==> config.mk <==
export PLATFORM = sky130hd
export DESIGN_NAME = cpu_core
export DESIGN_NICKNAME = d
export VERILOG_FILES = /design/src/design/arch_pkg.sv /design/src/design/isa_pkg.sv /design/src/design/decode_if.sv /design/src/design/instr_decode.sv /design/src/design/reg_file.sv /design/src/design/alu.sv /design/src/design/datapath.sv /design/src/design/pc_unit.sv /design/src/design/cpu_core.sv
export SDC_FILE = /design/constraint.sdc
export NUM_CORES = 1
export LEC_CHECK = 0
export BUFFER_PORTS_ARGS = -buffer_cell sky130_fd_sc_hd__buf_4
export CORE_UTILIZATION = 50
export CTS_CLUSTER_DIAMETER = 30
export DETAILED_ROUTE_END_ITERATION = 6
export PLACE_DENSITY_LB_ADDON = 0.15
export SYNTH_ARGS = -nofsm -noshare
export SYNTH_HDL_FRONTEND = slang
export SYNTH_SLANG_ARGS = --single-unit
==> constraint.sdc <==
create_clock -name clk -period 4.4 [get_ports clk]
set_input_delay 0.22 -clock clk [delete_from_list [all_inputs] [get_ports clk]]
set_output_delay 0.22 -clock clk [all_outputs]
set_load 0.01 [all_outputs]
==> src/design/arch_pkg.sv <==
// data and data address widths must stay equal because register values serve as addresses
package arch_pkg;

    // register and data memory word width
    localparam int data_width = 8;

    // data memory holds 2**daddr_width bytes
    localparam int daddr_width = 8;

    // program counter and fetch address width
    localparam int pc_width = 16;

    // register file size
    localparam int reg_count = 8;
    localparam int reg_addr_width = $clog2(reg_count);

    // first fetch address after reset
    localparam logic [pc_width-1:0] reset_pc = '0;

endpackage

==> src/design/isa_pkg.sv <==
// 16-bit instruction encoding that needs arch_pkg compiled first; opcodes E and F are reserved
package isa_pkg;

    localparam int instr_width = 16;
    localparam int opcode_width = 4;
    localparam int imm_width = 8;
    localparam int spare_width = imm_width - 2 * arch_pkg::reg_addr_width;

    typedef enum logic [opcode_width-1:0] {
        op_mov   = 4'h0,
        op_add   = 4'h1,
        op_sub   = 4'h2,
        op_jmp   = 4'h3,
        op_load  = 4'h4,
        op_store = 4'h5,
        op_adc   = 4'h6,
        op_sbc   = 4'h7,
        op_cmp   = 4'h8,
        op_jz    = 4'h9,
        op_jc    = 4'ha,
        op_jn    = 4'hb,
        op_jge   = 4'hc,
        op_jgt   = 4'hd,
        op_push  = 4'he,
        op_pop   = 4'hf
    } opcode_e;

    // bit 11 selects the immediate form, or inverts a branch condition
    typedef union packed {
        struct packed {
            opcode_e                             opcode;
            logic                                flag;
            logic [arch_pkg::reg_addr_width-1:0] ra;
            logic [arch_pkg::reg_addr_width-1:0] rb;
            logic [arch_pkg::reg_addr_width-1:0] rc;
            logic [spare_width-1:0]              spare;
        } reg_form;
        struct packed {
            opcode_e                             opcode;
            logic                                flag;
            logic [arch_pkg::reg_addr_width-1:0] ra;
            logic [imm_width-1:0]                imm8;
        } imm_form;
    } instr_t;

    typedef enum logic [2:0] {
        cond_always,
        cond_zero,
        cond_carry,
        cond_negative,
        cond_ge,
        cond_gt,
        cond_never
    } cond_e;

    typedef enum logic [1:0] {
        carry_zero,
        carry_one,
        carry_flag
    } carry_sel_e;

endpackage

==> src/design/decode_if.sv <==
// decoded control bundle that only the decoder drives, all controls are combinational
`timescale 1ns/1ps

interface decode_if;

    import arch_pkg::*;
    import isa_pkg::*;

    logic [reg_addr_width-1:0] ra;
    logic [reg_addr_width-1:0] rb;
    logic [reg_addr_width-1:0] rc;
    logic [imm_width-1:0]      imm8;
    logic                      imm_sel;
    logic                      reg_we;
    logic                      wb_from_mem;
    logic                      use_adder;
    logic                      invert_b;
    carry_sel_e                carry_sel;
    logic                      flags_we;
    logic                      mem_we;
    logic                      addr_from_reg;
    cond_e                     cond;
    logic                      cond_invert;

    modport decoder (
        output ra, rb, rc, imm8, imm_sel, reg_we, wb_from_mem, use_adder, invert_b,
        output carry_sel, flags_we, mem_we, addr_from_reg, cond, cond_invert
    );

    modport datapath (
        input ra, rb, rc, imm8, imm_sel, reg_we, wb_from_mem, use_adder, invert_b,
        input carry_sel, flags_we, mem_we, addr_from_reg
    );

    modport pc (
        input cond, cond_invert, imm8
    );

endinterface

==> src/design/instr_decode.sv <==
// combinational decoder; push and pop (E, F) decode to no-ops that only advance the pc
`timescale 1ns/1ps

module instr_decode (
    input isa_pkg::instr_t instr,
    decode_if.decoder      dec
);

    import isa_pkg::*;

    always_comb begin
        // register fields come from the reg view, the constant from the imm view
        dec.ra = instr.imm_form.ra;
        dec.rb = instr.reg_form.rb;
        dec.rc = instr.reg_form.rc;
        dec.imm8 = instr.imm_form.imm8;
        dec.imm_sel = 1'b0;
        dec.reg_we = 1'b0;
        dec.wb_from_mem = 1'b0;
        dec.use_adder = 1'b0;
        dec.invert_b = 1'b0;
        dec.carry_sel = carry_zero;
        dec.flags_we = 1'b0;
        dec.mem_we = 1'b0;
        dec.addr_from_reg = 1'b0;
        dec.cond = cond_never;
        dec.cond_invert = 1'b0;

        case (instr.imm_form.opcode)
            op_mov: begin
                dec.reg_we = 1'b1;
                dec.imm_sel = instr.imm_form.flag;
                // route rb onto read port b so the alu pass-through sees it
                dec.rc = instr.reg_form.rb;
            end
            op_add, op_sub, op_adc, op_sbc, op_cmp: begin
                dec.imm_sel = instr.imm_form.flag;
                dec.use_adder = 1'b1;
                dec.flags_we = 1'b1;
                dec.reg_we = (instr.imm_form.opcode != op_cmp);
                dec.invert_b = (instr.imm_form.opcode inside {op_sub, op_sbc, op_cmp});
                if (instr.imm_form.opcode inside {op_adc, op_sbc}) begin
                    dec.carry_sel = carry_flag;
                end else if (dec.invert_b) begin
                    dec.carry_sel = carry_one;
                end
            end
            op_load: begin
                dec.reg_we = 1'b1;
                dec.wb_from_mem = 1'b1;
                dec.addr_from_reg = ~instr.imm_form.flag;
            end
            op_store: begin
                dec.mem_we = 1'b1;
                dec.addr_from_reg = ~instr.reg_form.flag;
            end
            op_jmp: begin
                dec.cond = cond_always;
            end
            op_jz, op_jc, op_jn, op_jge, op_jgt: begin
                dec.cond_invert = instr.imm_form.flag;
                unique case (instr.imm_form.opcode)
                    op_jz:   dec.cond = cond_zero;
                    op_jc:   dec.cond = cond_carry;
                    op_jn:   dec.cond = cond_negative;
                    op_jge:  dec.cond = cond_ge;
                    default: dec.cond = cond_gt;
                endcase
            end
            default: begin
                // push and pop are not implemented and fall through as no-ops
                dec.cond = cond_never;
            end
        endcase
    end

endmodule

==> src/design/reg_file.sv <==
// eight 8-bit registers without reset, so software must write a register before reading it
`timescale 1ns/1ps

module reg_file (
    input  logic       clk,
    input  logic       we,
    input  logic [2:0] waddr,
    input  logic [7:0] wdata,
    input  logic [2:0] raddr_a,
    input  logic [2:0] raddr_b,
    output logic [7:0] rdata_a,
    output logic [7:0] rdata_b
);

    logic [7:0] regs [0:7];

    // single write port, lands at the clock edge
    always_ff @(posedge clk) begin
        if (we) begin
            regs[waddr] <= wdata;
        end
    end

    // reads see the old value during a write to the same register
    assign rdata_a = regs[raddr_a];
    assign rdata_b = regs[raddr_b];

endmodule

==> src/design/alu.sv <==
// 8-bit add/subtract with registered flags; the result is combinational and flags lag one cycle
`timescale 1ns/1ps

module alu (
    input  logic                           clk,
    input  logic                           reset,
    input  logic [arch_pkg::data_width-1:0] a,
    input  logic [arch_pkg::data_width-1:0] b,
    decode_if.datapath                     dec,
    output logic [arch_pkg::data_width-1:0] result,
    output logic                           flag_c,
    output logic                           flag_v,
    output logic                           flag_n,
    output logic                           flag_z
);

    import arch_pkg::*;
    import isa_pkg::*;

    logic [data_width-1:0] b_eff;
    logic                  carry_in;
    logic [data_width-1:0] low_sum;
    logic [1:0]            top_sum;
    logic [data_width-1:0] sum;
    logic                  carry_msb;
    logic                  carry_out;

    always_comb begin
        b_eff = dec.invert_b ? ~b : b;

        case (dec.carry_sel)
            carry_one:  carry_in = 1'b1;
            carry_flag: carry_in = flag_c;
            default:    carry_in = 1'b0;
        endcase

        // split at the msb so the carry into bit 7 is visible for overflow
        low_sum = {1'b0, a[data_width-2:0]} + {1'b0, b_eff[data_width-2:0]}
                  + data_width'(carry_in);
        carry_msb = low_sum[data_width-1];
        top_sum = 2'(a[data_width-1]) + 2'(b_eff[data_width-1]) + 2'(carry_msb);
        carry_out = top_sum[1];
        sum = {top_sum[0], low_sum[data_width-2:0]};
    end

    // mov and load take operand b unchanged
    assign result = dec.use_adder ? sum : b;

    always_ff @(posedge clk) begin
        if (reset) begin
            flag_c <= 1'b0;
            flag_v <= 1'b0;
            flag_n <= 1'b0;
            flag_z <= 1'b0;
        end else if (dec.flags_we) begin
            // c=1 on subtraction means no borrow
            flag_c <= carry_out;
            flag_v <= carry_msb ^ carry_out;
            flag_n <= result[data_width-1];
            flag_z <= (result == '0);
        end
    end

endmodule

==> src/design/datapath.sv <==
// operand, memory and write-back muxing around the register file; memories answer same cycle
`timescale 1ns/1ps

module datapath (
    input  logic                             clk,
    input  logic                             reset,
    decode_if.datapath                       dec,
    input  logic [arch_pkg::data_width-1:0]  data_rdata,
    output logic [arch_pkg::daddr_width-1:0] data_addr,
    output logic [arch_pkg::data_width-1:0]  data_wdata,
    output logic                             data_we,
    output logic                             flag_c,
    output logic                             flag_v,
    output logic                             flag_n,
    output logic                             flag_z
);

    import arch_pkg::*;

    logic [reg_addr_width-1:0] raddr_a;
    logic [data_width-1:0]     rdata_a;
    logic [data_width-1:0]     rdata_b;
    logic [data_width-1:0]     operand_b;
    logic [data_width-1:0]     alu_result;
    logic [data_width-1:0]     wb_data;
    logic                      read_ra;

    // ra goes on port a for immediate forms, stores and cmp (flags without write-back)
    assign read_ra = dec.imm_sel | dec.mem_we | (dec.flags_we & ~dec.reg_we);
    assign raddr_a = read_ra ? dec.ra : dec.rb;

    assign operand_b = dec.imm_sel ? dec.imm8 : rdata_b;

    assign data_addr = dec.addr_from_reg ? rdata_b : dec.imm8;
    assign data_wdata = rdata_a;
    assign data_we = dec.mem_we & ~reset;

    assign wb_data = dec.wb_from_mem ? data_rdata : alu_result;

    reg_file u_reg_file (
        .clk     (clk),
        .we      (dec.reg_we),
        .waddr   (dec.ra),
        .wdata   (wb_data),
        .raddr_a (raddr_a),
        .raddr_b (dec.rc),
        .rdata_a (rdata_a),
        .rdata_b (rdata_b)
    );

    alu u_alu (
        .clk    (clk),
        .reset  (reset),
        .a      (rdata_a),
        .b      (operand_b),
        .dec    (dec),
        .result (alu_result),
        .flag_c (flag_c),
        .flag_v (flag_v),
        .flag_n (flag_n),
        .flag_z (flag_z)
    );

endmodule

==> src/design/pc_unit.sv <==
// 16-bit pc with relative branches of -128 to +127 words; the pc wraps at the top of memory
`timescale 1ns/1ps

module pc_unit (
    input  logic                          clk,
    input  logic                          reset,
    decode_if.pc                          dec,
    input  logic                          flag_c,
    input  logic                          flag_v,
    input  logic                          flag_n,
    input  logic                          flag_z,
    output logic [arch_pkg::pc_width-1:0] pc
);

    import arch_pkg::*;
    import isa_pkg::*;

    logic                cond_hold;
    logic                taken;
    logic [pc_width-1:0] offset;
    logic [pc_width-1:0] pc_next;

    always_comb begin
        case (dec.cond)
            cond_always:   cond_hold = 1'b1;
            cond_zero:     cond_hold = flag_z;
            cond_carry:    cond_hold = flag_c;
            cond_negative: cond_hold = flag_n;
            // signed compare from the last subtraction
            cond_ge:       cond_hold = (flag_n == flag_v);
            cond_gt:       cond_hold = (flag_n == flag_v) & ~flag_z;
            default:       cond_hold = 1'b0;
        endcase
    end

    assign taken = cond_hold ^ dec.cond_invert;

    // sign extend the branch offset to the pc width
    assign offset = {{(pc_width-imm_width){dec.imm8[imm_width-1]}}, dec.imm8};

    assign pc_next = pc + (taken ? offset : pc_width'(1));

    always_ff @(posedge clk) begin
        if (reset) begin
            pc <= reset_pc;
        end else begin
            pc <= pc_next;
        end
    end

endmodule

==> src/design/cpu_core.sv <==
// single-cycle core; instr and data_rdata must be returned combinationally in the same cycle
`timescale 1ns/1ps

module cpu_core (
    input  logic                             clk,
    input  logic                             reset,
    input  logic [isa_pkg::instr_width-1:0]  instr,
    input  logic [arch_pkg::data_width-1:0]  data_rdata,
    output logic [arch_pkg::pc_width-1:0]    pc,
    output logic [arch_pkg::daddr_width-1:0] data_addr,
    output logic [arch_pkg::data_width-1:0]  data_wdata,
    output logic                             data_we
);

    import isa_pkg::*;

    instr_t instr_word;
    logic   flag_c;
    logic   flag_v;
    logic   flag_n;
    logic   flag_z;

    assign instr_word = instr;

    decode_if dec_bus ();

    instr_decode u_instr_decode (
        .instr (instr_word),
        .dec   (dec_bus.decoder)
    );

    datapath u_datapath (
        .clk        (clk),
        .reset      (reset),
        .dec        (dec_bus.datapath),
        .data_rdata (data_rdata),
        .data_addr  (data_addr),
        .data_wdata (data_wdata),
        .data_we    (data_we),
        .flag_c     (flag_c),
        .flag_v     (flag_v),
        .flag_n     (flag_n),
        .flag_z     (flag_z)
    );

    pc_unit u_pc_unit (
        .clk    (clk),
        .reset  (reset),
        .dec    (dec_bus.pc),
        .flag_c (flag_c),
        .flag_v (flag_v),
        .flag_n (flag_n),
        .flag_z (flag_z),
        .pc     (pc)
    );

endmodule

== Word level (Yosys, flattened, before mapping) ==
Memories as Yosys holds them, arrays and structs flattened.
Index checks and enable logic that the tools add are counted.

* Memory bits (writable): 64
* Output and inout port bits: 33
* Logic and storage cells: 80
* Memories kept: 1
* Flip-flop bits (word level): 20
* Input bits: 26

{| class="wikitable"
|+ Memory list
! memory !! words !! bits a word !! read ports !! clocked after memory_dff !! wr ports !! RTL line !! RTL
|-
| u_datapath.u_reg_file.regs || 8 || 8 || 2 || 0 || 1 || reg_file.sv:15 || <nowiki>logic [7:0] regs [0:7];</nowiki>
|}

* Muxes and demuxes: 25
* Reduce and logical (&&, ||, !) cells: 10
* Eq/ne operators: 22
* Bitwise operators: 12
* Add/subtract/negate cells: 5

{| class="wikitable"
|+ Operator list
! cell !! count
|-
| 8-bit 2-to-1 mux || 5
|-
| 4-bit equality test, second input constant || 6
|-
| 16-bit adder || 1
|-
| 4-bit by 3-bit equality test with 1-bit output, second input constant || 4
|-
| 16-bit 2-to-1 mux || 1
|-
| 3-bit case mux with 4 select lines || 1
|-
| 1-bit 2-to-1 mux || 10
|-
| 5-bit OR reduction || 2
|-
| 7-bit by 7-bit adder with 8-bit output || 1
|-
| 8-bit by 1-bit adder with 8-bit output || 1
|-
| 4-bit by 2-bit equality test with 1-bit output, second input constant || 2
|-
| 8-bit zero test || 1
|-
| 8-bit inverter || 1
|-
| 3-bit by 2-bit equality test with 1-bit output, second input constant || 2
|-
| 3-bit equality test, second input constant || 2
|-
| 3-bit 2-to-1 mux || 2
|-
| 1-bit case mux with 6 select lines || 1
|-
| 3-bit case mux with 2 select lines || 1
|-
| 6-bit OR reduction || 1
|-
| 4-bit by 1-bit equality test with 1-bit output, second input constant || 1
|-
| 4-bit zero test || 1
|-
| 2-bit 2-to-1 mux || 2
|-
| 4-bit inequality test, second input constant || 1
|-
| 1-bit inverter || 4
|-
| 14 further kinds || 20
|}

== Depth between registers and ports, before layout ==
An unclocked memory read counts as a cell.

* Word-level depth: 13
* Depth in mapped cells: 19
* Mapped depth without buffers: 16

== Modules after synthesis ==
From an unflattened synthesis, not the netlist that was laid out.

* Cells, all modules: 468
* Area total of the unflattened synthesis: 5839.4 um2

{| class="wikitable"
|+ By module, submodules not included
! module !! times used !! area an instance (um2) !! sequential area each (um2) !! cells an instance
|-
| reg_file || 1 || 3078.0 || 1921.8 || 135
|-
| pc_unit || 1 || 1239.9 || 320.3 || 146
|-
| alu || 1 || 788.3 || 80.1 || 99
|-
| instr_decode || 1 || 377.9 || 0.0 || 55
|-
| datapath || 1 || 355.3 || 0.0 || 33
|}

== Least setup slack after synthesis ==
No wires, ideal clock.

* Path kind: input to register
* From: in instr[11] (netlist name)
* To: mem u_datapath.u_reg_file.regs[0][7] (data pin)
* Slack: -465 ps
* Data arrival time: 4588 ps
* Path buffers: 3
* Stages on the path: 18
* Required time: 4123 ps
* Library setup time: 277 ps
* Path through: clkbuf_1 > inv_1 > o21a_1 > o31ai_1 > mux2_1 > buf_4 > buf_6 > mux4_2 > mux2_2 > ha_1 > o21a_1 > o31a_1 > o31a_1 > o21a_1 > nor2_1 > fa_1 > and2_1 > a211oi_1

* Word-level cells in the longest chain between the ends: 10
* Elaborated cells between the ends (all ways): 14
* Those cells by class: add/sub (4); mux (6); bitwise (3); memory (1)

{| class="wikitable"
|+ RTL lines
! item !! RTL line !! RTL
|-
| from (decl) || cpu_core.sv:7 || <nowiki>input logic [isa_pkg::instr_width-1:0] instr,</nowiki>
|-
| 1-bit 2-to-1 mux || instr_decode.sv:29 || <nowiki>case (instr.imm_form.opcode)</nowiki>
|-
| 1-bit bitwise OR (2 in a row) || datapath.sv:29 || <nowiki>assign read_ra = dec.imm_sel | dec.mem_we | (dec.flags_we & ~dec.reg_we);</nowiki>
|-
| 3-bit 2-to-1 mux || datapath.sv:30 || <nowiki>assign raddr_a = read_ra ? dec.ra : dec.rb;</nowiki>
|-
| memory 8 x 8 bit || - ||
|-
| net data_wdata (one bit) || cpu_core.sv:11 || <nowiki>output logic [arch_pkg::data_width-1:0] data_wdata,</nowiki>
|-
| 7-bit by 7-bit adder with 8-bit output || alu.sv:38 || <nowiki>low_sum = {1'b0, a[data_width-2:0]} + {1'b0, b_eff[data_width-2:0]}</nowiki>
|-
| 8-bit by 1-bit adder with 8-bit output || alu.sv:39 || <nowiki>+ data_width'(carry_in);</nowiki>
|-
| 2-bit by 1-bit adder with 2-bit output || alu.sv:41 || <nowiki>top_sum = 2'(a[data_width-1]) + 2'(b_eff[data_width-1]) + 2'(carry_msb);</nowiki>
|-
| 8-bit 2-to-1 mux || alu.sv:47 || <nowiki>assign result = dec.use_adder ? sum : b;</nowiki>
|-
| 8-bit 2-to-1 mux || datapath.sv:38 || <nowiki>assign wb_data = dec.wb_from_mem ? data_rdata : alu_result;</nowiki>
|-
| net u_datapath.u_reg_file.wdata[7] || reg_file.sv:8 || <nowiki>input logic [7:0] wdata,</nowiki>
|-
| to (decl) || reg_file.sv:15 ||
|}

The timed path passes the listed nets, and every way through them passes these cells.

== Worst setup path after layout ==
* From: in instr[12] (netlist name)
* To: mem u_datapath.u_reg_file.regs[1][7] (data pin)

* Word-level cells in the longest chain between the ends: 13
* Elaborated cells between the ends (all ways): 42
* Those cells by class: add/sub (4); eq/ne (10); mux (16); bitwise (5); reduce/logical (6); memory (1)

{| class="wikitable"
|+ RTL lines
! item !! RTL line
|-
| 4-bit by 1-bit equality test with 1-bit output (tied with other cells) || instr_decode.sv:29
|-
| 5-bit OR reduction / 2-bit OR reduction (equally long branches) || -
|-
| 1-bit case mux with 2 select lines || instr_decode.sv:29
|-
| 1-bit inverter || datapath.sv:29
|-
| 1-bit bitwise AND || datapath.sv:29
|-
| 1-bit bitwise OR || datapath.sv:29
|-
| 3-bit 2-to-1 mux || datapath.sv:30
|-
| memory 8 x 8 bit || -
|-
| 7-bit by 7-bit adder with 8-bit output || alu.sv:38
|-
| 8-bit by 1-bit adder with 8-bit output || alu.sv:39
|-
| 2-bit by 1-bit adder with 2-bit output || alu.sv:41
|-
| 8-bit 2-to-1 mux || alu.sv:47
|-
| 8-bit 2-to-1 mux * || datapath.sv:38
|-
| net u_datapath.u_reg_file.wdata[7] || reg_file.sv:8
|}

Mark *: on every way through the listed nets, which the timed path passes. The rest lies on a longest branch.

==> out/metrics.cfg <==
[outcome]
outcome = finished, final reports clean

[logic_synthesis]
synth-seq-cells = 84
yosys_warnings = 0
synth_edf_count = 64
synth.most_common_cell = edfxtp_1
yosys-top-cells-area = edfxtp_1, dfxtp_1, mux4_2
synth_top_area_cell = edfxtp_1
synthCells = 549
ys_types = 67
syn_nets = 602
yosys_most_used_dff = edfxtp_1
syn_area_mm2 = 0.00570
async_flop_share_pct = 0
avgSynthCellArea_um2 = 10.4
yosysSeqAreaShare_pct = 40.8
synth_common_cells = edfxtp_1, nor2_1, nand2_1
yosysTopAreaCellShare_pct = 33.7

[floorplanning]
die-height_um = 109
io_pins = 59
num_rows = 38
die_w_um = 109
initial_core_util_pct = 51.9
dieArea_mm2 = 0.0118
core_mm2 = 0.0110

[grt]
first_global_vias = 4866
overflow = 0
grt_pass1_wl_um = 25200
antenna_found_initial = 0
grt_use_total_pct = 28.6
grt_max_degree = 20

[sta]
final-setup-viol-count = 0
worst_pin_slew_ns = 1.11
hold_viol_final = 0
finalMaxSlewViolations = 0
fmax_mhz = 236
fin_skew_ns = 0.00818
fin_tns_setup_ns = 0
min_period_ns = 4.23
fin_hold_ws_ns = 0.200
slew_headroom_pct = 25.4
fin_ws_ns = 0.170
period_share_pct = 96.1

[drt]
wl_met2_um = 7570
routedWlPerCell_um = 19.8
wl_met1_um = 6920
drtPass1Iterations = 5
wl_met3_um = 1100
highest_layer = met4
wl_um = 16200
vias_per_cell = 6.14
postRouteAntennaNets = 0
vias = 5012
drt-initial-drc-count = 453
route.detailed.drc = 0

[finish]
fin_area_mm2 = 0.00727
final_util_pct = 66.2
fin_nets = 724
fillers = 859
drive_above_1_share_pct = 29.9
antennaDiodeCount = 0
area_growth_pct = 27.6

[clock_network]
cts-root-buf = clkbuf_16
cts_hold_buf = 0
cts_buffers = 9
clkTransAtPathRegs_ns = 0.07
cts_tree = built
clock-sinks = 84
clk_latency_ns = 0.35
cts_buffer_depth = 2
htreeDepth = 3

[place]
gp_congestion = 0.942
hpwl_um = 12700
place_ws_ns = -0.330
io_buffers = 58
dpl_cell_area_mm2 = 0.00688

[critical_path]
startpoint_type = input port
arrival_ns = 4.44
required_ns = 4.61
critPathKind = in -> reg
crit_path_end_kind = flop
cp_max_fo = 8

[power]
powerDensity_mw_per_mm2 = 386
p_leak_nw = 2.95
ir_drop_v = 0.000328

[job]
drv_cap = 0

[hold_path]
hold_path.class = in -> reg

critical path, stage by stage:
cell and delay (ns):
buf_4 0.12, and2b_1 0.17, o21a_1 0.22, o31ai_4 0.34, mux2_4 0.37, mux4_2 0.43, mux2_2 0.30, ha_1 0.29
nor2b_1 0.15, o31a_1 0.26, o31a_1 0.26, o21a_1 0.21, nor2_2 0.11, fa_1 0.41, and2_2 0.21, a211oi_4 0.22
buf_6 0.16
power by group:
| part | switching, W | total (W) | internal, W |
|---|---|---|---|
| Combinational | 0.000515 | 0.000996 | 0.000482 |
| Clock | 0.000328 | 0.000832 | 0.000503 |
| Sequential | 0.0000327 | 0.000978 | 0.000945 |
| Total | 0.000876 | 0.00281 | 0.00193 |
layout make-up:
type	count	area (um2)	area share (%)
inverter	18	67.6	0.930
multi-input combinational	418	3240	44.6
tap	140	175	2.41
clock buffer	10	229	3.15
clock inverter	6	95.1	1.31
sequential	84	2320	32.0
timing repair buffer	140	1130	15.6
metal layers:
metal  GRT usage (%)  vias to the layer above
li1                -                     2351
met1            36.7                     2404
met2            46.7                      214
met3            5.50                       43
met4            13.6                        0
met5               0                        -
stage by stage:
stage	instances	power (W)
final	816	0.00281
after detailed placement	798	0.00196
after global routing	816	0.00293
after floorplan	549	0.00157
after CTS	814	0.00279
after global placement	798	0.00194
kinds of logic after synthesis:
group                    after synthesis  share of synthesized area (%)
AO/OA/AOI/OAI                        169                           21.7
AND/OR/NAND/NOR                      163                           13.7
flip-flops                            84                           40.8
buffers and inverters                 47                           3.71
multiplexers                          34                           9.82
adder cells (fa/ha/maj)               27                           6.46
XOR/XNOR                              25                           3.84
flip-flops by register name, summed over array words and instances, names as in the netlist:
| name | flops |
|---|---|
| u_datapath.u_reg_file.regs | 64 |
| u_pc_unit.pc | 16 |
| u_datapath.u_alu.flag_c | 1 |
| u_datapath.u_alu.flag_n | 1 |
| u_datapath.u_alu.flag_v | 1 |
| u_datapath.u_alu.flag_z | 1 |
repair_timing:
| action | in CTS | in global routing |
|---|---|---|
| setup buffers | 0 | 2 |
| endpoints found under the setup margin | 0 | 10 |
| gates resized for setup | 0 | 11 |
cells in the final DEF, fill, tap and decap left out, types with 4 or more instances in the layout:
cell type	n
dfxtp_1	20
buf_4	132
nor2_1	55
o21ai_0	17
a31oi_1	9
inv_1	18
nand2b_1	4
ha_1	22
fa_1	4
o21bai_1	5
edfxtp_1	64
a211oi_1	21
clkbuf_16	9
xnor2_1	15
a21oi_1	32
a311o_1	10
buf_12	6
o211a_1	12
nor2b_1	11
mux2_2	13
mux4_2	16
nand2_1	40
a21o_1	8
and2_1	7
xor2_1	10
o211ai_1	14
nor3_1	11
o21a_1	12
nand3_1	5
path summary, 6_finish.rpt:
| path | from | endpoint | slack (ns) | cells after the start |
|---|---|---|---|---|
| setup / recovery | instr[12] | u_datapath.u_reg_file.regs[1][7] | 0.17 | 17 |
| hold / removal | reset | u_pc_unit.pc[0] | 0.20 | 2 |
| setup reg to reg | u_datapath.u_reg_file.regs[1][1] | u_datapath.u_reg_file.regs[1][7] | 0.72 | 15 |
| hold reg to reg | u_datapath.u_alu.flag_v | u_datapath.u_alu.flag_v | 0.53 | 2 |
No activity file was read; power rests on OpenSTA's default activity.
